**src/hw/ppu_pkg.sv**
```systemverilog
package ppu_pkg;

  // ==================================================
  // Data widths
  // ==================================================
  typedef logic [15:0] addr_t;
  typedef logic [7:0]  byte_t;
  typedef logic [12:0] vram_addr_t;
  typedef logic [1:0]  color_id_t;
  typedef logic [1:0]  shade_t;
  typedef logic [8:0]  dot_t;
  typedef logic [3:0]  fifo_ptr_t;
  typedef logic [4:0]  fifo_count_t;

  typedef enum logic [1:0] {
    mode_hblank = 2'd0,
    mode_vblank = 2'd1,
    mode_oam    = 2'd2,
    mode_draw   = 2'd3
  } ppu_mode_t;

  // ==================================================
  // Line and frame timing
  // ==================================================
  localparam int cycles_per_line = 456;
  localparam int lines_per_frame = 154;
  localparam int visible_lines   = 144;
  localparam int oam_len         = 80;
  localparam int draw_len        = 172;
  localparam int screen_width    = 160;
  localparam int fifo_depth      = 16;

  // CPU address map
  localparam addr_t addr_lcdc = 16'hFF40;
  localparam addr_t addr_scy  = 16'hFF42;
  localparam addr_t addr_scx  = 16'hFF43;
  localparam addr_t addr_ly   = 16'hFF44;
  localparam addr_t addr_bgp  = 16'hFF47;
  localparam addr_t vram_base = 16'h8000;
  localparam int    vram_size = 8192;

endpackage

```
**src/hw/vram_bus_if.sv**
```systemverilog
interface vram_bus_if import ppu_pkg::*; ();

  logic       req;
  logic       we;
  vram_addr_t addr;
  byte_t      wdata;
  logic       gnt;
  // Valid the cycle after gnt
  byte_t      rdata;

  modport requester (
    output req, we, addr, wdata,
    input  gnt, rdata
  );

  modport memory (
    input  req, we, addr, wdata,
    output gnt, rdata
  );

endinterface

```
**src/hw/bg_fetcher.sv**
```systemverilog
module bg_fetcher import ppu_pkg::*; (
  input  logic          clk,
  input  logic          reset,
  input  ppu_mode_t     mode,
  input  logic          line_start,
  input  byte_t         ly,
  input  byte_t         lcdc,
  input  byte_t         scx,
  input  byte_t         scy,
  input  logic          full,
  output logic          push,
  output color_id_t     push_id,
  output logic          flush,
  vram_bus_if.requester fetch_port
);

  typedef enum logic [2:0] {
    f_idle,
    f_map_req,
    f_low_req,
    f_high_req,
    f_high_data,
    f_hold
  } fetch_state_t;

  fetch_state_t state;
  byte_t        row_q;
  byte_t        row_now;
  logic [4:0]   tile_x;
  logic [4:0]   tile_cnt;
  byte_t        tile_q;
  byte_t        tile_id;
  logic         map_fresh;
  logic         low_fresh;
  byte_t        lo_q;
  byte_t        hi_q;
  byte_t        lo_sh;
  byte_t        hi_sh;
  logic [3:0]   pix_left;
  logic         drawing;
  logic         shift_free;
  logic         load;

  function automatic vram_addr_t map_addr(input logic map_sel, input byte_t row,
                                          input logic [4:0] col);
    return {2'b11, map_sel, row[7:3], col};
  endfunction

  // Bit 12 set selects the 0x1000 based signed area
  function automatic vram_addr_t tile_addr(input logic unsigned_mode, input byte_t tile,
                                           input logic [2:0] fine_y, input logic hi);
    return {~(unsigned_mode | tile[7]), tile, fine_y, hi};
  endfunction

  assign row_now    = ly + scy;
  assign drawing    = (mode == mode_draw);
  assign flush      = line_start;
  assign push       = drawing && (pix_left != 4'd0) && !full;
  assign push_id    = {hi_sh[7], lo_sh[7]};
  assign shift_free = (pix_left == 4'd0) || (pix_left == 4'd1 && push);
  assign load       = drawing && !line_start && shift_free &&
                      (state == f_high_data || state == f_hold);
  assign tile_id    = map_fresh ? fetch_port.rdata : tile_q;

  // ==================================================
  // VRAM requests
  // ==================================================
  always_comb begin
    fetch_port.we    = 1'b0;
    fetch_port.wdata = '0;
    fetch_port.req   = line_start || state == f_map_req || state == f_low_req ||
                       state == f_high_req;
    if (line_start) begin
      // First map read goes out in the line start cycle
      fetch_port.addr = map_addr(lcdc[3], row_now, scx[7:3]);
    end else begin
      case (state)
        f_low_req:  fetch_port.addr = tile_addr(lcdc[4], tile_id, row_q[2:0], 1'b0);
        f_high_req: fetch_port.addr = tile_addr(lcdc[4], tile_q, row_q[2:0], 1'b1);
        default:    fetch_port.addr = map_addr(lcdc[3], row_q, tile_x);
      endcase
    end
  end

  // ==================================================
  // Fetch FSM
  // ==================================================
  always_ff @(posedge clk or posedge reset) begin
    if (reset) begin
      state     <= f_idle;
      row_q     <= '0;
      tile_x    <= '0;
      tile_cnt  <= '0;
      map_fresh <= 1'b0;
      low_fresh <= 1'b0;
      pix_left  <= '0;
    end else begin
      map_fresh <= 1'b0;
      low_fresh <= 1'b0;
      if (push) begin
        pix_left <= pix_left - 4'd1;
      end
      if (line_start) begin
        row_q     <= row_now;
        tile_x    <= scx[7:3];
        tile_cnt  <= '0;
        pix_left  <= '0;
        map_fresh <= fetch_port.gnt;
        state     <= fetch_port.gnt ? f_low_req : f_map_req;
      end else if (!drawing) begin
        state    <= f_idle;
        pix_left <= '0;
      end else begin
        case (state)
          f_map_req: begin
            if (fetch_port.gnt) begin
              map_fresh <= 1'b1;
              state     <= f_low_req;
            end
          end
          f_low_req: begin
            if (fetch_port.gnt) begin
              low_fresh <= 1'b1;
              state     <= f_high_req;
            end
          end
          f_high_req: begin
            if (fetch_port.gnt) begin
              state <= f_high_data;
            end
          end
          f_high_data, f_hold: begin
            if (load) begin
              pix_left <= 4'd8;
              tile_x   <= tile_x + 5'd1;
              tile_cnt <= tile_cnt + 5'd1;
              // 21 tiles cover 160 pixels plus the fine scroll
              state    <= (tile_cnt == 5'(screen_width / 8)) ? f_idle : f_map_req;
            end else begin
              state <= f_hold;
            end
          end
          default: ;
        endcase
      end
    end
  end

  // Tile data and pixel shifter
  always_ff @(posedge clk) begin
    if (state == f_low_req) begin
      tile_q <= tile_id;
    end
    if (low_fresh) begin
      lo_q <= fetch_port.rdata;
    end
    if (state == f_high_data) begin
      hi_q <= fetch_port.rdata;
    end
    if (load) begin
      lo_sh <= lo_q;
      hi_sh <= (state == f_high_data) ? fetch_port.rdata : hi_q;
    end else if (push) begin
      lo_sh <= {lo_sh[6:0], 1'b0};
      hi_sh <= {hi_sh[6:0], 1'b0};
    end
  end

endmodule

```
**src/flat_wrapper.sv**
```systemverilog
// flat-port wrapper written by rule: the top's interface ports become plain ports
module bg_fetcher_flat import ppu_pkg::*;
  (clk, reset, mode, line_start, ly, lcdc, scx, scy, full, push, push_id, flush, fetch_port_req, fetch_port_we, fetch_port_addr, fetch_port_wdata, fetch_port_gnt, fetch_port_rdata);
  vram_bus_if fetch_port_i ();
  input  logic clk;
  input  logic reset;
  input  ppu_mode_t mode;
  input  logic line_start;
  input  byte_t ly;
  input  byte_t lcdc;
  input  byte_t scx;
  input  byte_t scy;
  input  logic full;
  output logic push;
  output color_id_t push_id;
  output logic flush;
  output wire logic [$bits(fetch_port_i.req)-1:0] fetch_port_req;
  output wire logic [$bits(fetch_port_i.we)-1:0] fetch_port_we;
  output wire logic [$bits(fetch_port_i.addr)-1:0] fetch_port_addr;
  output wire logic [$bits(fetch_port_i.wdata)-1:0] fetch_port_wdata;
  input wire logic [$bits(fetch_port_i.gnt)-1:0] fetch_port_gnt;
  input wire logic [$bits(fetch_port_i.rdata)-1:0] fetch_port_rdata;
  assign fetch_port_req = fetch_port_i.req;
  assign fetch_port_we = fetch_port_i.we;
  assign fetch_port_addr = fetch_port_i.addr;
  assign fetch_port_wdata = fetch_port_i.wdata;
  assign fetch_port_i.gnt = fetch_port_gnt;
  assign fetch_port_i.rdata = fetch_port_rdata;
  bg_fetcher u_core (.clk(clk), .reset(reset), .mode(mode), .line_start(line_start), .ly(ly), .lcdc(lcdc), .scx(scx), .scy(scy), .full(full), .push(push), .push_id(push_id), .flush(flush), .fetch_port(fetch_port_i));
endmodule
```
**config.mk**
```make
export PLATFORM = sky130hd
export DESIGN_NAME = bg_fetcher_flat
export DESIGN_NICKNAME = d
export VERILOG_FILES = /design/src/hw/ppu_pkg.sv /design/src/hw/vram_bus_if.sv /design/src/hw/bg_fetcher.sv /design/src/flat_wrapper.sv
export SDC_FILE = /design/constraint.sdc
export NUM_CORES = 1
export LEC_CHECK = 0
export BUFFER_PORTS_ARGS = -buffer_cell sky130_fd_sc_hd__buf_2
export CORE_MARGIN = 4
export CORE_UTILIZATION = 35
export CTS_CLUSTER_SIZE = 30
export DETAILED_ROUTE_END_ITERATION = 8
export PLACE_DENSITY_LB_ADDON = 0.12
export SLEW_MARGIN = 20
export SYNTH_ARGS = -nofsm -noshare
export SYNTH_HDL_FRONTEND = slang
export SYNTH_SLANG_ARGS = --single-unit
```
**constraint.sdc**
```tcl
create_clock -name clk -period 5.13 [get_ports clk]
set_clock_uncertainty 0.05 [all_clocks]
set_input_delay 0.2565 -clock clk [delete_from_list [all_inputs] [get_ports clk]]
set_output_delay 0.2565 -clock clk [all_outputs]
set_load 0.01 [all_outputs]
```
==> impl_results.md, run 1 <==
- Status: finished, final reports clean
- Critical path required time: 4.82 ns
- Starting Density: 0.3569
- Starting DRT DRC Count: 83
- Synth area leaders: edfxtp_1, dfrtp_1, mux2_2
- Non-Filler Instances: 514
- Gp weighted congestion: 0.8035
- Seq/Total Area, Yosys: 0.4921
- Clk slew on worst S/H paths: 0.09 ns
- Setup-failing EPs final: 0
- Clock Power Share: 0.374
- FF-to-FF setup slack: 2.77 ns
- Vias: 2504
- Min-Delay Path Class: in -> reg
- CTS root buf: clkbuf_8
- Sequential cell area: 1797 um2
- Asr flop ratio synth: 0.4030
- Nets@finish: 433
- Die area: 12130 um2
- Max Root-Sink Buffers: 2
- TritonCTS clock tree: yes
- Post-CTS setup buffer count: 0
- Multi-input logic area: 1644 um2
- Initial antenna violation count: 0
- Worst reg2reg path depth: 4
- Crit end category: output pin
- Worst Hold Path Cells: 1
- Combinational power share: 0.137
- Share of cells above drive strength 1: 0.3095
- Largest net degree at the start of global routing: 42
- Net Switching: 338.5 uW
- Post-DP HPWL: 5.185 mm
- # diodes: 0
- Post-synth EDFFs: 32
- DRT Wirelength: 7.304 mm
- Synth Warn #: 0
- Leakage: 0.001704 uW
- First-pass GRT wire length: 11.96 mm
- Fin area: 4178 um2
- Final worst path period need: 2.516 ns
- Post-synth cell types: 53
- Final hold slack: 0.06453 ns
- Rel. slew slack: 0.4634
- Num rows: 37
- Ys flop type: edfxtp_1
- FMAX: 0.3975 GHz
- RSZ-0062 raised after global routing: false
- Reg-to-Reg Start: u_core.state[2]$_DFFE_PP0P_
- Vias in the first global route: 2480
- Startpoint types: flop
- Die H: 110.1 um
- Dpl cells: 497
- Synth top area share: 0.2632
- Sw Share: 0.2739
- Final Cycle Share: 0.4904
- Count leader, synth: mux2_2
- Max-cap violations: 0
- Crit Path Max Fanout: 10
- Syn Std Cell Area: 3651 um2
- Total CTS buffers: 9
- DR pass1 iterations: 4
- DRT antenna net count: 0
- Area Growth Syn to Fin: 14.43%
- Slew @ Worst Pin: 0.8020 ns
- Commonest cells post-synth: mux2_2, edfxtp_1, dfrtp_1
- Leading area contributor after synthesis: edfxtp_1
- Worst setup path endpoint: fetch_port_addr[9]
- PD cells: 295.8 nW/um2
- CTS HTree Levels: 3
- Worst skew pair latency: 0.34 ns
- Total power: 1236 uW
- Final Hold Vio Count: 0
- CTS resizes: 0
- Reg2Reg Capture Point: u_core.hi_sh[1]$_DFFE_PP_
- # clock sinks: 67
- Slew Limit Fails: 0
- Peak VDD IR: 0.0001062 V
- Drt via density: 4.872
- FF+latch count, synth: 67
- Crit path kind: reg -> out
- Core area: 10230 um2
- Die width: 110.1 um
- Flop pwr share: 0.489
- Min-delay src: fetch_port_rdata[7]
- Routed WL per cell: 14.21 um
- Port Buf Inserts: 55
- Internal power: 897.5 uW
- Gr usage total: 0.1283
- DRC errors left: 0
- Overflow after GRT: 0
- Setup TNS: 0 ns
- Syn avg cell area: 11.17 um2
- CP Launch Point: u_core.state[1]$_DFFE_PP0P_
- DP Area: 3961 um2
- Post-Synthesis Cells: 327
- CP arrival: 2.21 ns
- IO Pins: 74
- Fill count: 1039
## sequential cells by signal, summed over array words and instances, names as in the netlist
signal	flops
u_core.hi_q	8
u_core.hi_sh	8
u_core.lo_q	8
u_core.lo_sh	8
u_core.low_fresh	1
u_core.map_fresh	1
u_core.pix_left	4
u_core.row_q	8
u_core.state	3
u_core.tile_cnt	5
u_core.tile_q	8
u_core.tile_x	5
## placed cells by master, fill, tap and decap left out, drive strengths merged, types with 5 or more instances in the layout
cell type  netlist  routed
inv             18      22
edfxtp          32      32
o211ai           5       5
dfxtp            8       8
buf             21      56
nor2            19      19
a21oi           14      14
mux2            37      37
nand2           19      19
o21ai           20      20
a31oi            5       5
dfrtp           27      27
clkbuf           9       9
o31ai            5       5
mux2i            8       8
a21o             5       5
nand2b           6       6
xnor2            5       5
conb             1       9
nor2b            7       7
ha              12      12
## cell families (layout without fill, tap and decap cells)
logic type	count (synthesis)	after routing	synth area share
xor gates and xnor gates	6	6	0.01439
DFF	67	67	0.4921
buffers and inverters	48	91	0.06580
other	1	9	0.001027
adders and majority gates	13	13	0.04661
muxes	45	45	0.1361
AOI/OAI and AO/OA	75	75	0.1395
and+or+nand+nor	72	72	0.1045
## metal layers
metal,part of all wire,GRT usage
met2,0.45,0.1980
met3,0.050,0.03203
met5,0,0
met1,0.48,0.1693
met4,0.022,0.05981
## power by group through the flow
| stage | sequential (uW) | combinational, uW | clock (uW) |
|---|---|---|---|
| floorplan | 607 | 129 | 0 |
| global placement | 616 | 170 | 0 |
| detailed placement | 617 | 171 | 0 |
| CTS | 605 | 172 | 477 |
| global route | 609 | 194 | 501 |
| finish | 605 | 169 | 462 |
## critical path, stage by stage, from the launching register on
cell and delay [ns]:
dfrtp_1 0.52, nor2b_1 0.67, o211ai_1 0.22, a21oi_1 0.21, a31o_2 0.13, buf_2 0.12
## worst min-delay path by stage
stage	end
after floorplan	u_core.low_fresh$_DFF_PP0_
after CTS	u_core.lo_q[7]$_DFFE_PP_
after detailed placement	u_core.pix_left[0]$_DFF_PP0_
after global routing	u_core.lo_q[7]$_DFFE_PP_
final	u_core.lo_q[7]$_DFFE_PP_
after global placement	u_core.hi_q[0]$_DFF_P_
## metrics by stage
stage | setup slack, ns | utilization
finish | 2.614 | 0.4083
global route | 2.430 | 0.4083
CTS | 2.574 | 0.4083
detailed placement | 2.725 | 0.3872
global placement | 2.734 | 0.3872
floorplan | 3.098 | -
## timing repair
action	in CTS	in global routing
endpoints found under the setup margin	0	0
endpoints found under the hold margin	27	0
hold buffers	1	0
## final cells by class
| class | count | area share |
|---|---|---|
| well taps | 136 | 0.04073 |
| inverters | 18 | 0.01617 |
| multi-input cells | 220 | 0.3935 |
| flip-flops and latches | 67 | 0.4301 |
| clock inverters | 7 | 0.01977 |
| clock buffers | 9 | 0.02965 |
| repair buffers | 57 | 0.07008 |
Note: power is estimated with default switching activity, not from simulation.
==> run 2: changes to the inputs <==
- ABC_AREA: not set -> 1
- clock period: 5.13 -> 2.1 ns (I/O delays scaled with it)
==> run 2 against run 1 <==
Net effect: area after synthesis shrank 1.1%; die area shrank 0.99%; synthesized cell count grew 35%; sequential power grew 140%; worst setup slack lost 2.5 ns; largest power group unchanged.
==> impl_results.md, run 2 <==
- Crit path kind: reg -> out (unchanged)
- Clk slew on worst S/H paths: 0.07 ns (was 0.09 ns)
- Post-Synth Adder-Cell Area: 0.04711 (was 0.04661)
- Syn avg cell area: 8.210 um2 (was 11.17 um2)
- DRT Wirelength: 8.143 mm (was 7.304 mm)
- CTS root buf: clkbuf_8 (unchanged)
- Vias in the first global route: 2876 (was 2480)
- # diodes: 0 (unchanged)
- Hold Path Sink: u_core.tile_x[0]$_DFFE_PP0P_ (was u_core.lo_q[7]$_DFFE_PP_)
- Syn Std Cell Area: 3612 um2 (was 3651 um2)
- Flop pwr share: 0.490 (was 0.489)
- Starting Density: 0.3645 (was 0.3569)
- RSZ-0062 raised after global routing: false (unchanged)
- Sw Share: 0.2813 (was 0.2739)
- Post-CTS setup buffer count: 0 (unchanged)
- Max-cap violations: 0 (unchanged)
- FMAX: 0.5142 GHz
- Combinational power share: 0.145 (was 0.137)
- Final hold slack: 0.02103 ns (was 0.06453 ns)
- TritonCTS clock tree: yes (unchanged)
- Reg2Reg Capture Point: u_core.lo_sh[7]$_DFFE_PP_ (was u_core.hi_sh[1]$_DFFE_PP_)
- Internal power: 2171 uW (was 897.5 uW)
- Post-synth cell types: 35 (was 53)
- Net Switching: 849.8 uW (was 338.5 uW)
- FF-to-FF setup slack: 0.29 ns (was 2.77 ns)
- Post-Synth Simple-Gate Area: 0.2432 (was 0.1045)
- Routed WL per cell: 12.55 um (was 14.21 um)
- FF+latch count, synth: 67 (unchanged)
- Synth area leaders: edfxtp_1, dfrtp_1, nand2_1 (was edfxtp_1, dfrtp_1, mux2_2)
- Final worst path period need: 1.945 ns
- DRT antenna net count: 0 (unchanged)
- Crit Path Max Fanout: 10 (unchanged)
- Setup TNS: 0 ns (unchanged)
- Fill count: 1038 (was 1039)
- Ys flop type: edfxtp_1 (unchanged)
- Leading area contributor after synthesis: edfxtp_1 (unchanged)
- Slew @ Worst Pin: 0.5039 ns (was 0.8020 ns)
- DRC errors left: 0 (unchanged)
- Clock Power Share: 0.365 (was 0.374)
- Synth top area share: 0.2660 (was 0.2632)
- Compound-Gate Fraction of Synth Area: 0.08971 (was 0.1395)
- Final Cycle Share: 0.9260
- Share of cells above drive strength 1: 0.1860 (was 0.3095)
- Critical path required time: 1.95 ns (was 4.82 ns)
- Vias: 2923 (was 2504)
- Max Root-Sink Buffers: 2 (unchanged)
- Min-delay src: scx[3] (was fetch_port_rdata[7])
- Starting DRT DRC Count: 126 (was 83)
- Commonest non-fill, non-tap cell in the layout: nand2_1 (was buf_2)
- Asr flop ratio synth: 0.4030 (unchanged)
- CP max-delay cell: dfrtp_1 (was nor2b_1)
- Core area: 9910 um2 (was 10230 um2)
- Seq/Total Area, Yosys: 0.4974 (was 0.4921)
- Peak VDD IR: 0.0002514 V (was 0.0001062 V)
- Crit end category: output pin (unchanged)
- Total CTS buffers: 9 (unchanged)
- Nets@finish: 571 (was 433)
- Total power: 3021 uW (was 1236 uW)
- Min-Delay Path Class: in -> reg (unchanged)
- Gp weighted congestion: 0.8408 (was 0.8035)
- # clock sinks: 67 (unchanged)
- Post-Synth XOR/XNOR Area: 0.01940 (was 0.01439)
- Post-DP HPWL: 5.908 mm (was 5.185 mm)
- Largest net degree at the start of global routing: 28 (was 42)
- Rel. slew slack: 0.6640 (was 0.4634)
- Die width: 109.6 um (was 110.1 um)
- Die area: 12010 um2 (was 12130 um2)
- Gr usage total: 0.1432 (was 0.1283)
- Final Hold Vio Count: 0 (unchanged)
- Commonest cells post-synth: nand2_1, inv_1, edfxtp_1, o21ai_0, dfrtp_1 (was mux2_2, edfxtp_1, dfrtp_1)
- Reg-to-Reg Start: u_core.pix_left[1]$_DFF_PP0_ (was u_core.state[2]$_DFFE_PP0P_)
- Worst Hold Path Cells: 4 (was 1)
- Area Growth Syn to Fin: 19.54% (was 14.43%)
- Num rows: 36 (was 37)
- Overflow after GRT: 0 (unchanged)
- Die H: 109.6 um (was 110.1 um)
- Startpoint types: flop (unchanged)
- DR pass1 iterations: 6 (was 4)
- First-pass GRT wire length: 13.24 mm (was 11.96 mm)
- Post-synthesis mux area share: 0.009352 (was 0.1361)
- Post-Synthesis Cells: 440 (was 327)
- Slew Limit Fails: 0 (unchanged)
- PD cells: 699.6 nW/um2 (was 295.8 nW/um2)
- Setup-failing EPs final: 0 (unchanged)
- CP arrival: 1.79 ns (was 2.21 ns)
- Worst skew pair latency: 0.34 ns (about the same)
- Largest family of logic cells by synthesized area: simple AND/OR/NAND/NOR gates (was compound AO/OA/AOI/OAI gates)
- Post-synth EDFFs: 32 (unchanged)
- Synth Warn #: 0 (unchanged)
- Drt via density: 4.504 (was 4.872)
- Most frequent cells in the layout: nand2_1, buf_2, inv_1, o21ai_0, edfxtp_1 (was buf_2, mux2_2, edfxtp_1, dfrtp_1, o21ai_0)
- Worst reg2reg path depth: 9 (was 4)
- Crit path cell chain: inv_2 > nor2_8 > buf_4 > inv_2 > nand2_1 > a21oi_1 > a21oi_1 > nand2_1 > buf_2 (was nor2b_1 > o211ai_1 > a21oi_1 > a31o_2 > buf_2)
- Status: finished, final reports clean (unchanged)
- CTS HTree Levels: 3 (unchanged)
- Initial antenna violation count: 0 (unchanged)
- Leakage: 0.002133 uW (was 0.001704 uW)
- Count leader, synth: nand2_1 (was mux2_2)
- IO Pins: 74 (unchanged)
- CP peak stage delay: 0.43 ns (was 0.67 ns)
- Port Buf Inserts: 55 (unchanged)
run 2: changes by cell type after synthesis, moves of 5 or more:
cell / change
mux2_2: -34
a31oi_1: -5
inv_1: +29
nor2_1: +6
nand2b_1: -6
inv_2: +5
nand3_1: +21
xor2_1: +5
nand2_1: +137
o21ai_0: +12
a21o_1: -5
mux2i_1: -8
nor2b_1: -6
run 2: layout make-up:
type | count | area (um2) | share of cell area
inverter | 53 | 198.9 | 0.04607
tap | 133 | 166.4 | 0.03854
clock inverter | 7 | 76.32 | 0.01768
timing repair buffer | 74 | 442.9 | 0.1026
multi-input combinational | 306 | 1513 | 0.3503
clock buffer | 9 | 123.9 | 0.02869
sequential | 67 | 1797 | 0.4161
run 2: kinds of logic (layout without fill, tap and decap cells):
family / after synthesis / count (layout)
fa+ha+maj: 13 / 13
compound gates: 60 / 60
other cells: 1 / 9
mux: 3 / 3
simple gates: 213 / 213
xor+xnor: 8 / 8
flops: 67 / 67
buf+inv: 75 / 143
run 2: metal layers:
metal  share of wire  GRT usage  vias to the layer above  wire [um]
met2            0.45     0.2358                       64       3691
met3           0.047    0.03171                       11        383
met1            0.48     0.1794                     1309       3905
met5               0          0                        -          0
li1                -          -                     1539          -
met4           0.020    0.06500                        0        163
run 2: power groups by stage:
stage / Sequential [uW] / Combinational (uW) / Clock, uW
2_1_floorplan: 1500 / 295 / 0
3_3_place_gp: 1500 / 426 / 0
3_5_place_dp: 1510 / 427 / 0
4_1_cts: 1480 / 445 / 1130
5_1_grt: 1490 / 507 / 1180
6_report: 1480 / 439 / 1100
run 2: how the worst max path moves through the flow:
stage	startpoint	end	slack [ns]
final	u_core.state[1]$_DFFE_PP0P_	fetch_port_addr[5]	0.16
after global routing	u_core.state[1]$_DFFE_PP0P_	fetch_port_addr[6]	0.007
after CTS	u_core.state[2]$_DFFE_PP0P_	fetch_port_addr[9]	0.09
after detailed placement	u_core.pix_left[1]$_DFF_PP0_	u_core.lo_sh[1]$_DFFE_PP_	0.27
after global placement	u_core.pix_left[1]$_DFF_PP0_	u_core.lo_sh[2]$_DFFE_PP_	0.27
after floorplan	u_core.pix_left[1]$_DFF_PP0_	u_core.hi_sh[0]$_SDFFCE_PP0P_	0.15
run 2: metrics by stage:
stage,std cells,cell area [um2],setup WS [ns],utilization
floorplan,448,3642,0.1505,-
global placement,623,4015,0.2740,0.4052
detailed placement,623,4015,0.2716,0.4052
CTS,649,4315,0.08511,0.4355
global route,649,4318,0.006782,0.4357
finish,649,4318,0.1553,0.4357
run 2: critical path: cells and delay by family, from the launching register on:
kind	cells	cell delay (ns)
buf+inv	4	0.62
compound gates	2	0.20
flops	1	0.43
simple gates	3	0.19
run 2: timing repair:
action,4_1_cts,5_1_grt
resized for setup,0,2
hold buffers,10,0
hold endpoints to repair,38,0
setup endpoints to repair,0,6
